[src/hdl/rv32_pkg.sv]
package rv32_pkg;

    parameter int unsigned xlen       = 32;
    parameter int unsigned reg_addr_w = 5;

    // ~~~~~~~~~~~~~~~~~~~~~~~~~~~~~~~~~~~~~~~~~~~~~~~~~~~~~~~~~~~
    // Field encodings
    // ~~~~~~~~~~~~~~~~~~~~~~~~~~~~~~~~~~~~~~~~~~~~~~~~~~~~~~~~~~~

    typedef enum logic [6:0] {
        opc_lui      = 7'b0110111,
        opc_auipc    = 7'b0010111,
        opc_jal      = 7'b1101111,
        opc_jalr     = 7'b1100111,
        opc_branch   = 7'b1100011,
        opc_load     = 7'b0000011,
        opc_store    = 7'b0100011,
        opc_op_imm   = 7'b0010011,
        opc_op       = 7'b0110011,
        opc_misc_mem = 7'b0001111,
        opc_system   = 7'b1110011
    } opcode_e;

    typedef enum logic [2:0] {
        imm_none, imm_i, imm_s, imm_b, imm_u, imm_j, imm_shamt, imm_zimm
    } imm_e;

    // Order follows funct3 of OP and OP-IMM.
    typedef enum logic [3:0] {
        alu_add_sub, alu_sll, alu_slt, alu_sltu, alu_xor, alu_srl_sra, alu_or, alu_and
    } alu_op_e;

    typedef enum logic [1:0] {src1_zero, src1_reg, src1_pc} alu_src1_e;
    typedef enum logic [1:0] {src2_zero, src2_reg, src2_imm, src2_four} alu_src2_e;
    typedef enum logic [1:0] {br_never, br_zero, br_non_zero, br_always} branch_op_e;
    typedef enum logic {pc_src_imm, pc_src_reg} pc_src_e;
    typedef enum logic [1:0] {width_byte, width_half, width_word} mem_width_e;
    typedef enum logic [1:0] {csr_none, csr_rw, csr_rs, csr_rc} csr_op_e; // Matches funct3[1:0].
    typedef enum logic {csr_src_reg, csr_src_imm} csr_src_e;

    // ~~~~~~~~~~~~~~~~~~~~~~~~~~~~~~~~~~~~~~~~~~~~~~~~~~~~~~~~~~~
    // Instruction word formats
    // ~~~~~~~~~~~~~~~~~~~~~~~~~~~~~~~~~~~~~~~~~~~~~~~~~~~~~~~~~~~

    typedef struct packed {
        logic [6:0]            funct7;
        logic [reg_addr_w-1:0] rs2;
        logic [reg_addr_w-1:0] rs1;
        logic [2:0]            funct3;
        logic [reg_addr_w-1:0] rd;
        opcode_e               opcode;
    } r_fmt_t;

    typedef struct packed {
        logic [11:0]           imm_11_0;
        logic [reg_addr_w-1:0] rs1;
        logic [2:0]            funct3;
        logic [reg_addr_w-1:0] rd;
        opcode_e               opcode;
    } i_fmt_t;

    typedef struct packed {
        logic [6:0]            imm_11_5;
        logic [reg_addr_w-1:0] rs2;
        logic [reg_addr_w-1:0] rs1;
        logic [2:0]            funct3;
        logic [4:0]            imm_4_0;
        opcode_e               opcode;
    } s_fmt_t;

    typedef struct packed {
        logic                  imm_12;
        logic [5:0]            imm_10_5;
        logic [reg_addr_w-1:0] rs2;
        logic [reg_addr_w-1:0] rs1;
        logic [2:0]            funct3;
        logic [3:0]            imm_4_1;
        logic                  imm_11;
        opcode_e               opcode;
    } b_fmt_t;

    typedef struct packed {
        logic [xlen-1:12]      imm_31_12; // J immediate is a shuffle of the same bits.
        logic [reg_addr_w-1:0] rd;
        opcode_e               opcode;
    } u_fmt_t;

    typedef union packed {
        r_fmt_t r;
        i_fmt_t i;
        s_fmt_t s;
        b_fmt_t b;
        u_fmt_t u;
    } rv32_instr_u;

    // ~~~~~~~~~~~~~~~~~~~~~~~~~~~~~~~~~~~~~~~~~~~~~~~~~~~~~~~~~~~
    // Group results and issued bundle
    // ~~~~~~~~~~~~~~~~~~~~~~~~~~~~~~~~~~~~~~~~~~~~~~~~~~~~~~~~~~~

    typedef struct packed {
        logic       hit;
        logic       rs1_read;
        logic       rs2_read;
        logic       rd_write;
        imm_e       imm;
        alu_op_e    alu_op;
        logic       alu_sub_sra;
        alu_src1_e  alu_src1;
        alu_src2_e  alu_src2;
        branch_op_e branch_op;
        pc_src_e    branch_pc_src;
    } exec_ctrl_t;

    typedef struct packed {
        logic       hit;
        logic       read;
        logic       write;
        mem_width_e width;
        logic       zero_extend;
        logic       fence;
    } mem_ctrl_t;

    typedef struct packed {
        logic     hit;
        logic     rs1_read;
        logic     rd_write;
        logic     imm_zimm;
        logic     csr_read;
        logic     csr_write;
        csr_op_e  csr_op;
        csr_src_e csr_src;
        logic     ecall;
        logic     ebreak;
        logic     mret;
    } sys_ctrl_t;

    typedef struct packed {
        logic       illegal;
        logic       rs1_read;
        logic       rs2_read;
        logic       rd_write;
        imm_e       imm;
        alu_op_e    alu_op;
        logic       alu_sub_sra;
        alu_src1_e  alu_src1;
        alu_src2_e  alu_src2;
        branch_op_e branch_op;
        pc_src_e    branch_pc_src;
        logic       mem_read;
        logic       mem_write;
        mem_width_e mem_width;
        logic       mem_zero_extend;
        logic       mem_fence;
        logic       csr_read;
        logic       csr_write;
        csr_op_e    csr_op;
        csr_src_e   csr_src;
        logic       ecall;
        logic       ebreak;
        logic       mret;
    } rv32_ctrl_t;

endpackage

[src/hdl/rv32_decode_issue.sv]
module rv32_decode_issue #(
    parameter int unsigned credits = 2
) (
    input  logic                 clk,
    input  logic                 arst_n,
    input  logic                 instr_valid,
    output logic                 instr_ready,
    input  rv32_pkg::exec_ctrl_t exec,
    input  rv32_pkg::mem_ctrl_t  mem,
    input  rv32_pkg::sys_ctrl_t  sys,
    input  logic                 credit_return,
    output rv32_pkg::rv32_ctrl_t ctrl,
    output logic                 ctrl_valid
);
    import rv32_pkg::*;

    localparam int unsigned cnt_w = $clog2(credits + 1);

    logic [cnt_w-1:0] credit_cnt;
    logic             accept;
    rv32_ctrl_t       bundle;

    assign instr_ready = (credit_cnt != '0);
    assign accept      = instr_valid && instr_ready;

    // ~~~~~~~~~~~~~~~~~~~~~~~~~~~~~~~~~~~~~~~~~~~~~~~~~~~~~~~~~~~
    // Merge of the group results
    // ~~~~~~~~~~~~~~~~~~~~~~~~~~~~~~~~~~~~~~~~~~~~~~~~~~~~~~~~~~~

    always_comb begin
        bundle                 = '0;
        bundle.illegal         = !(exec.hit || mem.hit || sys.hit);
        bundle.rs1_read        = exec.rs1_read | sys.rs1_read;
        bundle.rs2_read        = exec.rs2_read;
        bundle.rd_write        = exec.rd_write | sys.rd_write;
        bundle.imm             = sys.imm_zimm ? imm_zimm : exec.imm;
        bundle.alu_op          = exec.alu_op;
        bundle.alu_sub_sra     = exec.alu_sub_sra;
        bundle.alu_src1        = exec.alu_src1;
        bundle.alu_src2        = exec.alu_src2;
        bundle.branch_op       = exec.branch_op;
        bundle.branch_pc_src   = exec.branch_pc_src;
        bundle.mem_read        = mem.read;
        bundle.mem_write       = mem.write;
        bundle.mem_width       = mem.width;
        bundle.mem_zero_extend = mem.zero_extend;
        bundle.mem_fence       = mem.fence;
        bundle.csr_read        = sys.csr_read;
        bundle.csr_write       = sys.csr_write;
        bundle.csr_op          = sys.csr_op;
        bundle.csr_src         = sys.csr_src;
        bundle.ecall           = sys.ecall;
        bundle.ebreak          = sys.ebreak;
        bundle.mret            = sys.mret;
    end

    always_ff @(posedge clk or negedge arst_n) begin
        if (!arst_n) begin
            credit_cnt <= cnt_w'(credits); // Execute buffer starts empty.
            ctrl_valid <= 1'b0;
            ctrl       <= '0;
        end else begin
            ctrl_valid <= accept;
            if (accept)
                ctrl <= bundle;
            if (accept && !credit_return)
                credit_cnt <= credit_cnt - 1'b1;
            else if (!accept && credit_return)
                credit_cnt <= credit_cnt + 1'b1;
        end
    end

endmodule

[src/hdl/rv32_decode_stage.sv]
module rv32_decode_stage #(
    parameter int unsigned credits = 2
) (
    input  logic                  clk,
    input  logic                  arst_n,
    input  rv32_pkg::rv32_instr_u instr,
    input  logic                  instr_valid,
    output logic                  instr_ready,
    output rv32_pkg::rv32_ctrl_t  ctrl,
    output logic                  ctrl_valid,
    input  logic                  credit_return
);
    import rv32_pkg::*;

    exec_ctrl_t exec;
    mem_ctrl_t  mem;
    sys_ctrl_t  sys;

    rv32_exec_decode exec_dec_i (
        .instr (instr),
        .exec  (exec)
    );

    rv32_mem_decode mem_dec_i (
        .instr (instr),
        .mem   (mem)
    );

    rv32_sys_decode sys_dec_i (
        .instr (instr),
        .sys   (sys)
    );

    rv32_decode_issue #(
        .credits (credits)
    ) issue_i (
        .clk           (clk),
        .arst_n        (arst_n),
        .instr_valid   (instr_valid),
        .instr_ready   (instr_ready),
        .exec          (exec),
        .mem           (mem),
        .sys           (sys),
        .credit_return (credit_return),
        .ctrl          (ctrl),
        .ctrl_valid    (ctrl_valid)
    );

endmodule

[src/hdl/rv32_exec_decode.sv]
module rv32_exec_decode (
    input  rv32_pkg::rv32_instr_u instr,
    output rv32_pkg::exec_ctrl_t  exec
);
    import rv32_pkg::*;

    logic legal;
    logic is_reg;
    logic is_shift;

    assign is_reg   = (instr.r.opcode == opc_op);
    assign is_shift = (instr.r.funct3 == 3'b001) || (instr.r.funct3 == 3'b101);

    always_comb begin
        exec  = '0;
        legal = 1'b0;
        case (instr.r.opcode)
            opc_lui, opc_auipc: begin
                legal         = 1'b1;
                exec.rd_write = 1'b1;
                exec.imm      = imm_u;
                exec.alu_src1 = (instr.u.opcode == opc_auipc) ? src1_pc : src1_zero;
                exec.alu_src2 = src2_imm;
            end
            opc_jal, opc_jalr: begin
                legal              = (instr.i.opcode == opc_jal) || (instr.i.funct3 == 3'b000);
                exec.rs1_read      = (instr.i.opcode == opc_jalr);
                exec.rd_write      = 1'b1;
                exec.imm           = (instr.i.opcode == opc_jalr) ? imm_i : imm_j;
                exec.alu_src1      = src1_pc; // Link value is pc + 4.
                exec.alu_src2      = src2_four;
                exec.branch_op     = br_always;
                exec.branch_pc_src = (instr.i.opcode == opc_jalr) ? pc_src_reg : pc_src_imm;
            end
            opc_branch: begin
                legal              = (instr.b.funct3[2:1] != 2'b01);
                exec.rs1_read      = 1'b1;
                exec.rs2_read      = 1'b1;
                exec.imm           = imm_b;
                exec.alu_op        = !instr.b.funct3[2] ? alu_add_sub :
                                     (instr.b.funct3[1] ? alu_sltu : alu_slt);
                exec.alu_sub_sra   = 1'b1;
                exec.alu_src1      = src1_reg;
                exec.alu_src2      = src2_reg;
                exec.branch_op     = (instr.b.funct3[0] ^ instr.b.funct3[2]) ? br_non_zero : br_zero;
                exec.branch_pc_src = pc_src_imm;
            end
            opc_load, opc_store: begin
                if (instr.s.opcode == opc_store)
                    legal = (instr.s.funct3 < 3'b011);
                else
                    legal = (instr.i.funct3 != 3'b011) && (instr.i.funct3[2:1] != 2'b11);
                exec.rs1_read = 1'b1;
                exec.rs2_read = (instr.s.opcode == opc_store);
                exec.rd_write = (instr.i.opcode == opc_load);
                exec.imm      = (instr.s.opcode == opc_store) ? imm_s : imm_i;
                exec.alu_src1 = src1_reg; // Address is rs1 + offset.
                exec.alu_src2 = src2_imm;
            end
            opc_op_imm, opc_op: begin
                if (is_reg)
                    legal = (instr.r.funct7 == 7'b0000000) || ((instr.r.funct7 == 7'b0100000) &&
                            (instr.r.funct3 == 3'b000 || instr.r.funct3 == 3'b101));
                else if (instr.i.funct3 == 3'b001)
                    legal = (instr.r.funct7 == 7'b0000000);
                else if (instr.i.funct3 == 3'b101)
                    legal = ((instr.r.funct7 & 7'b1011111) == 7'b0000000);
                else
                    legal = 1'b1;
                exec.rs1_read    = 1'b1;
                exec.rs2_read    = is_reg;
                exec.rd_write    = 1'b1;
                exec.imm         = is_reg ? imm_none : (is_shift ? imm_shamt : imm_i);
                exec.alu_op      = alu_op_e'({1'b0, instr.r.funct3});
                exec.alu_sub_sra = (instr.r.funct3 == 3'b010) || (instr.r.funct3 == 3'b011) ||
                                   (instr.r.funct7[5] && ((instr.r.funct3 == 3'b101) ||
                                   (is_reg && instr.r.funct3 == 3'b000))); // SUB, SRA, compares.
                exec.alu_src1    = src1_reg;
                exec.alu_src2    = is_reg ? src2_reg : src2_imm;
            end
            default: ;
        endcase
        if (legal)
            exec.hit = 1'b1;
        else
            exec = '0;
    end

endmodule

[src/hdl/rv32_mem_decode.sv]
module rv32_mem_decode (
    input  rv32_pkg::rv32_instr_u instr,
    output rv32_pkg::mem_ctrl_t   mem
);
    import rv32_pkg::*;

    always_comb begin
        mem = '0;
        case (instr.i.opcode)
            opc_load: begin
                // LB, LH, LW, LBU, LHU.
                if ((instr.i.funct3 != 3'b011) && (instr.i.funct3[2:1] != 2'b11)) begin
                    mem.hit         = 1'b1;
                    mem.read        = 1'b1;
                    mem.width       = mem_width_e'(instr.i.funct3[1:0]);
                    mem.zero_extend = instr.i.funct3[2]; // Unsigned forms.
                end
            end
            opc_store: begin
                if (instr.s.funct3 < 3'b011) begin
                    mem.hit   = 1'b1;
                    mem.write = 1'b1;
                    mem.width = mem_width_e'(instr.s.funct3[1:0]);
                end
            end
            opc_misc_mem: begin
                if (instr.i.funct3[2:1] == 2'b00) begin
                    mem.hit   = 1'b1;
                    mem.fence = instr.i.funct3[0]; // FENCE.I only.
                end
            end
            default: ;
        endcase
    end

endmodule

[src/hdl/rv32_sys_decode.sv]
module rv32_sys_decode (
    input  rv32_pkg::rv32_instr_u instr,
    output rv32_pkg::sys_ctrl_t   sys
);
    import rv32_pkg::*;

    localparam logic [31:0] ecall_word  = 32'h0000_0073;
    localparam logic [31:0] ebreak_word = 32'h0010_0073;
    localparam logic [31:0] mret_word   = 32'h3020_0073;
    localparam logic [31:0] wfi_word    = 32'h1050_0073;

    logic is_rw;
    logic rd_nz;
    logic rs1_nz;

    assign is_rw  = (instr.i.funct3[1:0] == 2'b01);
    assign rd_nz  = |instr.i.rd;
    assign rs1_nz = |instr.i.rs1; // Holds zimm in the immediate forms.

    always_comb begin
        sys = '0;
        if (instr.i.opcode == opc_system) begin
            if (instr.i.funct3 == 3'b000) begin
                case (instr)
                    ecall_word: begin
                        sys.hit   = 1'b1;
                        sys.ecall = 1'b1;
                    end
                    ebreak_word: begin
                        sys.hit    = 1'b1;
                        sys.ebreak = 1'b1;
                    end
                    mret_word: begin
                        sys.hit  = 1'b1;
                        sys.mret = 1'b1;
                    end
                    wfi_word: sys.hit = 1'b1; // Treated as a nop.
                    default: ;
                endcase
            end else if (instr.i.funct3 != 3'b100) begin
                sys.hit       = 1'b1;
                sys.rs1_read  = !instr.i.funct3[2];
                sys.imm_zimm  = instr.i.funct3[2];
                sys.csr_op    = csr_op_e'(instr.i.funct3[1:0]);
                sys.csr_src   = instr.i.funct3[2] ? csr_src_imm : csr_src_reg;
                sys.csr_read  = is_rw ? rd_nz : 1'b1; // No read side effect to x0.
                sys.rd_write  = is_rw ? rd_nz : 1'b1;
                sys.csr_write = is_rw ? 1'b1 : rs1_nz; // Set or clear with 0 is read only.
            end
        end
    end

endmodule
[config.mk]
export PLATFORM = sky130hd
export DESIGN_NAME = rv32_decode_stage
export DESIGN_NICKNAME = d
export VERILOG_FILES = /design/src/hdl/rv32_pkg.sv /design/src/hdl/rv32_decode_issue.sv /design/src/hdl/rv32_decode_stage.sv /design/src/hdl/rv32_exec_decode.sv /design/src/hdl/rv32_mem_decode.sv /design/src/hdl/rv32_sys_decode.sv
export SDC_FILE = /design/constraint.sdc
export NUM_CORES = 1
export LEC_CHECK = 0
export BUFFER_PORTS_ARGS = -buffer_cell sky130_fd_sc_hd__buf_2
export CAP_MARGIN = 20
export CELL_PAD_IN_SITES_DETAIL_PLACEMENT = 2
export CELL_PAD_IN_SITES_GLOBAL_PLACEMENT = 2
export CORE_MARGIN = 2
export CORE_UTILIZATION = 31
export CTS_BUF_LIST = sky130_fd_sc_hd__clkbuf_2
export DETAILED_ROUTE_END_ITERATION = 12
export HOLD_SLACK_MARGIN = 0.05
export PLACE_DENSITY_LB_ADDON = 0.12
export SLEW_MARGIN = 20
export SYNTH_ARGS = -nofsm -noshare
export SYNTH_HDL_FRONTEND = slang
export SYNTH_SLANG_ARGS = --single-unit
[constraint.sdc]
create_clock -name clk -period 2.9 [get_ports clk]
set_input_delay 0.58 -clock clk [delete_from_list [all_inputs] [get_ports clk]]
set_output_delay 0.58 -clock clk [all_outputs]
set_load 0.05 [all_outputs]
==> results of run 1 <==
## flip-flops by register name, indices dropped and copies added (netlist names)
signal,count
issue_i.credit_cnt,2
issue_i.ctrl_valid,1
issue_i.ctrl,32
## power groups by stage
stage	Combinational, mW	Clock, mW	Sequential [mW]
2_1_floorplan	0.205	0	0.633
3_3_place_gp	0.396	0	0.561
3_5_place_dp	0.403	0	0.563
4_1_cts	0.403	0.237	0.554
5_1_grt	0.436	0.255	0.560
6_report	0.396	0.227	0.553
## layer usage
layer	global-route usage, %	routed length, um	vias up	part of all wire, %
met4	4.84	72	0	1.2
li1	-	-	927	-
met1	26.9	2990	952	49
met2	28.9	2790	58	45
met3	3.46	296	7	4.8
met5	0	0	-	0
## how the worst max path moves through the flow
stage                                    to  depth (start not counted)     start  slack, ns
2_1_floorplan  issue_i.ctrl[32]$_DFFE_PN0P_                          6  instr[3]       0.66
3_3_place_gp   issue_i.ctrl[32]$_DFFE_PN0P_                          6  instr[3]       0.38
3_5_place_dp   issue_i.ctrl[15]$_DFFE_PN0P_                          6  instr[3]       0.30
4_1_cts        issue_i.ctrl[15]$_DFFE_PN0P_                          6  instr[3]       0.74
5_1_grt        issue_i.ctrl[15]$_DFFE_PN0P_                          6  instr[3]       0.56
6_report       issue_i.ctrl[15]$_DFFE_PN0P_                          6  instr[3]       0.74
## layout make-up
type                       instances  area [um2]
clock buffer                       6        30.0
clock inverter                     2        8.76
sequential                        35         877
fill                             765        3850
inverter                           4        15.0
tap                               77        96.3
multi-input combinational        164         995
timing repair buffer              72         368
## cells in the final DEF, fill, tap and decap left out, types with 4 or more instances in the layout
cell,count
a21oi_1,4
buf_2,69
clkbuf_2,6
dfrtp_1,34
inv_1,4
nand2_1,37
nand3_1,8
nor2_1,17
nor2b_1,4
nor3_1,6
o211ai_1,4
o21ai_0,14
o31ai_1,13
## logic make-up (layout without fill, tap and decap cells)
group | after synthesis | in the layout | synth area share [%]
xor+xnor | 4 | 4 | 1.78
fa+ha+maj | 1 | 1 | 0.634
simple gates | 93 | 93 | 24.3
other cells | 1 | 1 | 0.190
flops | 35 | 35 | 44.5
mux | 1 | 1 | 0.571
compound gates | 64 | 64 | 23.0
buf+inv | 23 | 84 | 5.14
## per-stage QoR
stage | std cells | cell area (um2)
2_1_floorplan | 222 | 1970
3_3_place_gp | 352 | 2350
3_5_place_dp | 352 | 2350
4_1_cts | 360 | 2390
5_1_grt | 360 | 2390
6_report | 360 | 2390
==> out/metrics.yaml, run 1 <==
core-area_um2: 6240
status: "completed"
yosysSeqAreaShare_pct: 44.5
cts_tree: "built"
synth_ff_type: "dfrtp_1"
worstRegToRegCells: 6
rows: 29
cts-buffers-inserted: 5
swShare_pct: 40.8
yosysMostFrequentCell: "nand2_1"
comb_power_share_pct: 33.7
cts_sinks: 35
required_ns: 3.15
post-dp-hpwl_mm: 4.67
clkTransAtPathRegs_ns: 0.17
yosys-top-cells-area: "dfrtp_1, nand2_1, o31ai_1"
hold_buffers: 0
path_class: "primary input to flop"
postRouteAntennaNets: 0
drt-total-wl_mm: 6.15
cts_setup_buffers: 0
drv_cap: 0
vias: 1944
synth_seq_cells: 35
grt_pass1_vias: 2091
power_frac_clock_pct: 19.3
p_per_area_nw_per_um2: 492
die_area_um2: 7020
async_flop_share_pct: 100
postSynthAreaPerCell_um2: 8.89
initial_core_util_pct: 31.6
post-route-min-period_ns: 2.16
syn-instance-count: 222
crit_path_max_incr_delay_ns: 0.58
fin_tns_setup_ns: 0
io_buffers: 69
power_frac_seq_pct: 47.0
grt_max_degree: 36
io_pins: 71
synth_top_area_share_pct: 43.1
intPower_mw: 0.696
min_path_type: "primary input to asynchronous set/reset pin"
worst_ep_arrival_time_ns: 2.41
synth_nets: 259
worst_pin_slew_ns: 0.789
layout-drive-gt1-share_pct: 31.1
cts_root_buf: "clkbuf_2"
first_iter_violations: 48
num_antenna_cells: 0
crit_fanout: 17
fin_crit_sh_pct: 74.5
setup_viol: 0
worst_slack_ns: 0.740
cpMaxStageDelayCell: "nor3_4"
avgViaCountPerCell: 5.40
grt_pass1_wl_mm: 10.6
start_kind: "primary input"
die_h_um: 83.8
layout.nets: 319
final-hold-violation-count: 0
fmax_mhz: 463
fp.dieW_um: 83.8
gp_congestion: 0.792
insertion_delay_ns: 0.39
synth-edff-count: 0
switchingPower_mw: 0.480
synth_top_cells_by_count: "nand2_1, dfrtp_1, nor2_1, clkbuf_1, o21ai_0"
firstDrtPassIters: 4
ys.warnings.count: 0
r2r_start: "issue_i.credit_cnt[0]$_DFFE_PN0P_"
synth_cell_type_count: 51
antenna_found_initial: 0
htreeDepth: 2
p_leak_nw: 1.15
path_cells: "buf_2 > and4bb_2 > and2_1 > nor3b_2 > nor3_4 > o21ai_0"
clockBufferDepth: 2
cts_resized: 0
finalPower_mw: 1.18
cpLargestDelayFamily: "simple AND/OR/NAND/NOR gates"
slew_headroom_pct: 47.4
r2r_end: "issue_i.ctrl[27]$_DFFE_PN0P_"
drc: 0
reg2reg_setup_slack_ns: 1.08
clock_skew_ns: 0.00227
final_util_pct: 38.3
syn_area_um2: 1970
yosysTopAreaCell: "dfrtp_1"
end_kind: "flop"
critPathBufInv: 1
drv_slew: 0
rsz0062_at_grt: "false"
routedWlPerCell_um: 17.1
grt_use_total_pct: 18.7
grt.overflow.total: 0
finalHoldWorstSlack_ns: 0.245
post-place-ws_ns: 0.301
area_delta_synth_final_pct: 21.1
peakVddDrop_v: 0.000311
Power figures use the tool's default switching activity.
==> inputs of run 2 (changes only) <==
CORE_UTILIZATION = 29   (was 31)
clock period = 2.04 ns   (was 2.9 ns; I/O delays follow)
==> out/metrics.yaml, run 2 (same netlist as run 1, synthesis figures left out) <==
status: "completed"
gp_congestion: 0.830
fin_tns_setup_ns: 0
reg2reg_setup_slack_ns: 0.24
clock_skew_ns: 0.0145
cts_setup_buffers: 0
peakVddDrop_v: 0.000261
final_util_pct: 39.6
postRouteAntennaNets: 0
grt_pass1_vias: 2201
path_class: "flop to flop"
cts_tree: "built"
p_leak_nw: 1.31
rows: 30
clkTransAtPathRegs_ns: 0.20
insertion_delay_ns: 0.40
largest_reg_flops: 32
post-dp-hpwl_mm: 5.16
regMostFlops: "issue_i.ctrl"
area_delta_synth_final_pct: 34.2
fin_crit_sh_pct: 88.2
post-route-min-period_ns: 1.80
min_path_type: "primary input to asynchronous set/reset pin"
end_kind: "flop"
p_per_area_nw_per_um2: 705
routedWlPerCell_um: 16.8
fmax_mhz: 556
drc: 0
required_ns: 2.37
cts_sinks: 35
cts-buffers-inserted: 5
drv_slew: 0
worstRegToRegCells: 6
layout.nets: 348
final-hold-violation-count: 0
cts_resized: 0
grt_use_total_pct: 19.1
final_common_cell: "buf_2"
crit_path_max_incr_delay_ns: 0.58
antenna_found_initial: 0
avgViaCountPerCell: 5.22
n_fill_cell: 794
die_h_um: 86.5
cts_root_buf: "clkbuf_2"
setup_viol: 0
fp.dieW_um: 86.5
num_antenna_cells: 0
reg.largest.list: "issue_i.ctrl x32, issue_i.credit_cnt x2, issue_i.ctrl_valid x1"
hold_buffers: 0
stdcell_area_um2: 2650
grt_max_degree: 43
finalPower_mw: 1.87
crit_fanout: 8
layout_common_cells: "buf_2, nand2_1, dfrtp_1"
cpMaxStageDelayCell: "dfstp_2"
io_buffers: 69
initial_core_util_pct: 29.5
multi_input_area_um2: 995
clockBufferDepth: 2
final_cell_count_no_fill: 392
seq_area_um2: 877
core-area_um2: 6680
worst_ep_arrival_time_ns: 2.13
vias: 2047
drv_cap: 0
layout-drive-gt1-share_pct: 37.5
grt.overflow.total: 0
htreeDepth: 2
firstDrtPassIters: 4
worst_pin_slew_ns: 0.815
rsz0062_at_grt: "false"
drt-total-wl_mm: 6.59
post-place-cells: 384
io_pins: 71
die_area_um2: 7480
first_iter_violations: 57
grt_pass1_wl_mm: 11.2
path_cells: "or2_2 > nand2_1 > buf_4 > or3_1 > a21boi_0 > o21ai_0"
slew_headroom_pct: 45.7
place_area_um2: 2580
start_kind: "flop"
[run 2: cell count changes in the layout (fill, tap and decap cells not counted)]
cell and delta:
buf_4 +28, bufinv_16 +1, buf_12 +1, clkbuf_2 -1
[run 2: critical path: cells and delay by family, from the launching register on]
kind	cells	cell delay [ns]
AOI/OAI and AO/OA	2	0.24
buffers and inverters	1	0.21
and+or+nand+nor	3	0.70
DFF	1	0.58
[run 2: per-layer routing]
metal	track usage, %	share of wire (%)	vias up
li1	-	-	986
met2	32.0	47	54
met4	5.11	1.2	0
met5	0	0	-
met1	25.6	48	1000
met3	3.14	3.6	7
[run 2: where the power goes]
part / internal, mW / total, mW / switching, mW
sequential: 0.753 / 0.787 / 0.0334
clock: 0.202 / 0.457 / 0.256
combinational: 0.197 / 0.623 / 0.426
total: 1.15 / 1.87 / 0.715
[run 2: per-stage QoR]
step	hold WS [ns]	setup WS [ns]
after floorplan	0.112	0.0591
after global placement	0.457	-0.0226
after detailed placement	0.465	-0.0510
after CTS	0.0870	0.218
after global routing	0.0840	0.0881
final	0.0686	0.240
[run 2: layout make-up]
| class | count | area share (%) |
|---|---|---|
| Clock buffer | 5 | 0.945 |
| Clock inverter | 3 | 1.46 |
| Inverter | 4 | 0.567 |
| Multi-Input combinational cell | 164 | 37.6 |
| Sequential cell | 35 | 33.1 |
| Tap cell | 80 | 3.78 |
| Timing Repair Buffer | 101 | 22.6 |
[run 2: path summary, 6_finish.rpt]
check,start,endpoint
max,issue_i.credit_cnt[1]$_DFFE_PN1P_,issue_i.ctrl[27]$_DFFE_PN0P_
min,arst_n,issue_i.ctrl[32]$_DFFE_PN0P_
max reg2reg,issue_i.credit_cnt[1]$_DFFE_PN1P_,issue_i.ctrl[27]$_DFFE_PN0P_
min reg2reg,issue_i.ctrl[18]$_DFFE_PN0P_,issue_i.ctrl[18]$_DFFE_PN0P_
max in group asynchronous,arst_n,issue_i.ctrl[20]$_DFFE_PN0P_
min in group clk,instr[20],issue_i.ctrl[2]$_DFFE_PN0P_
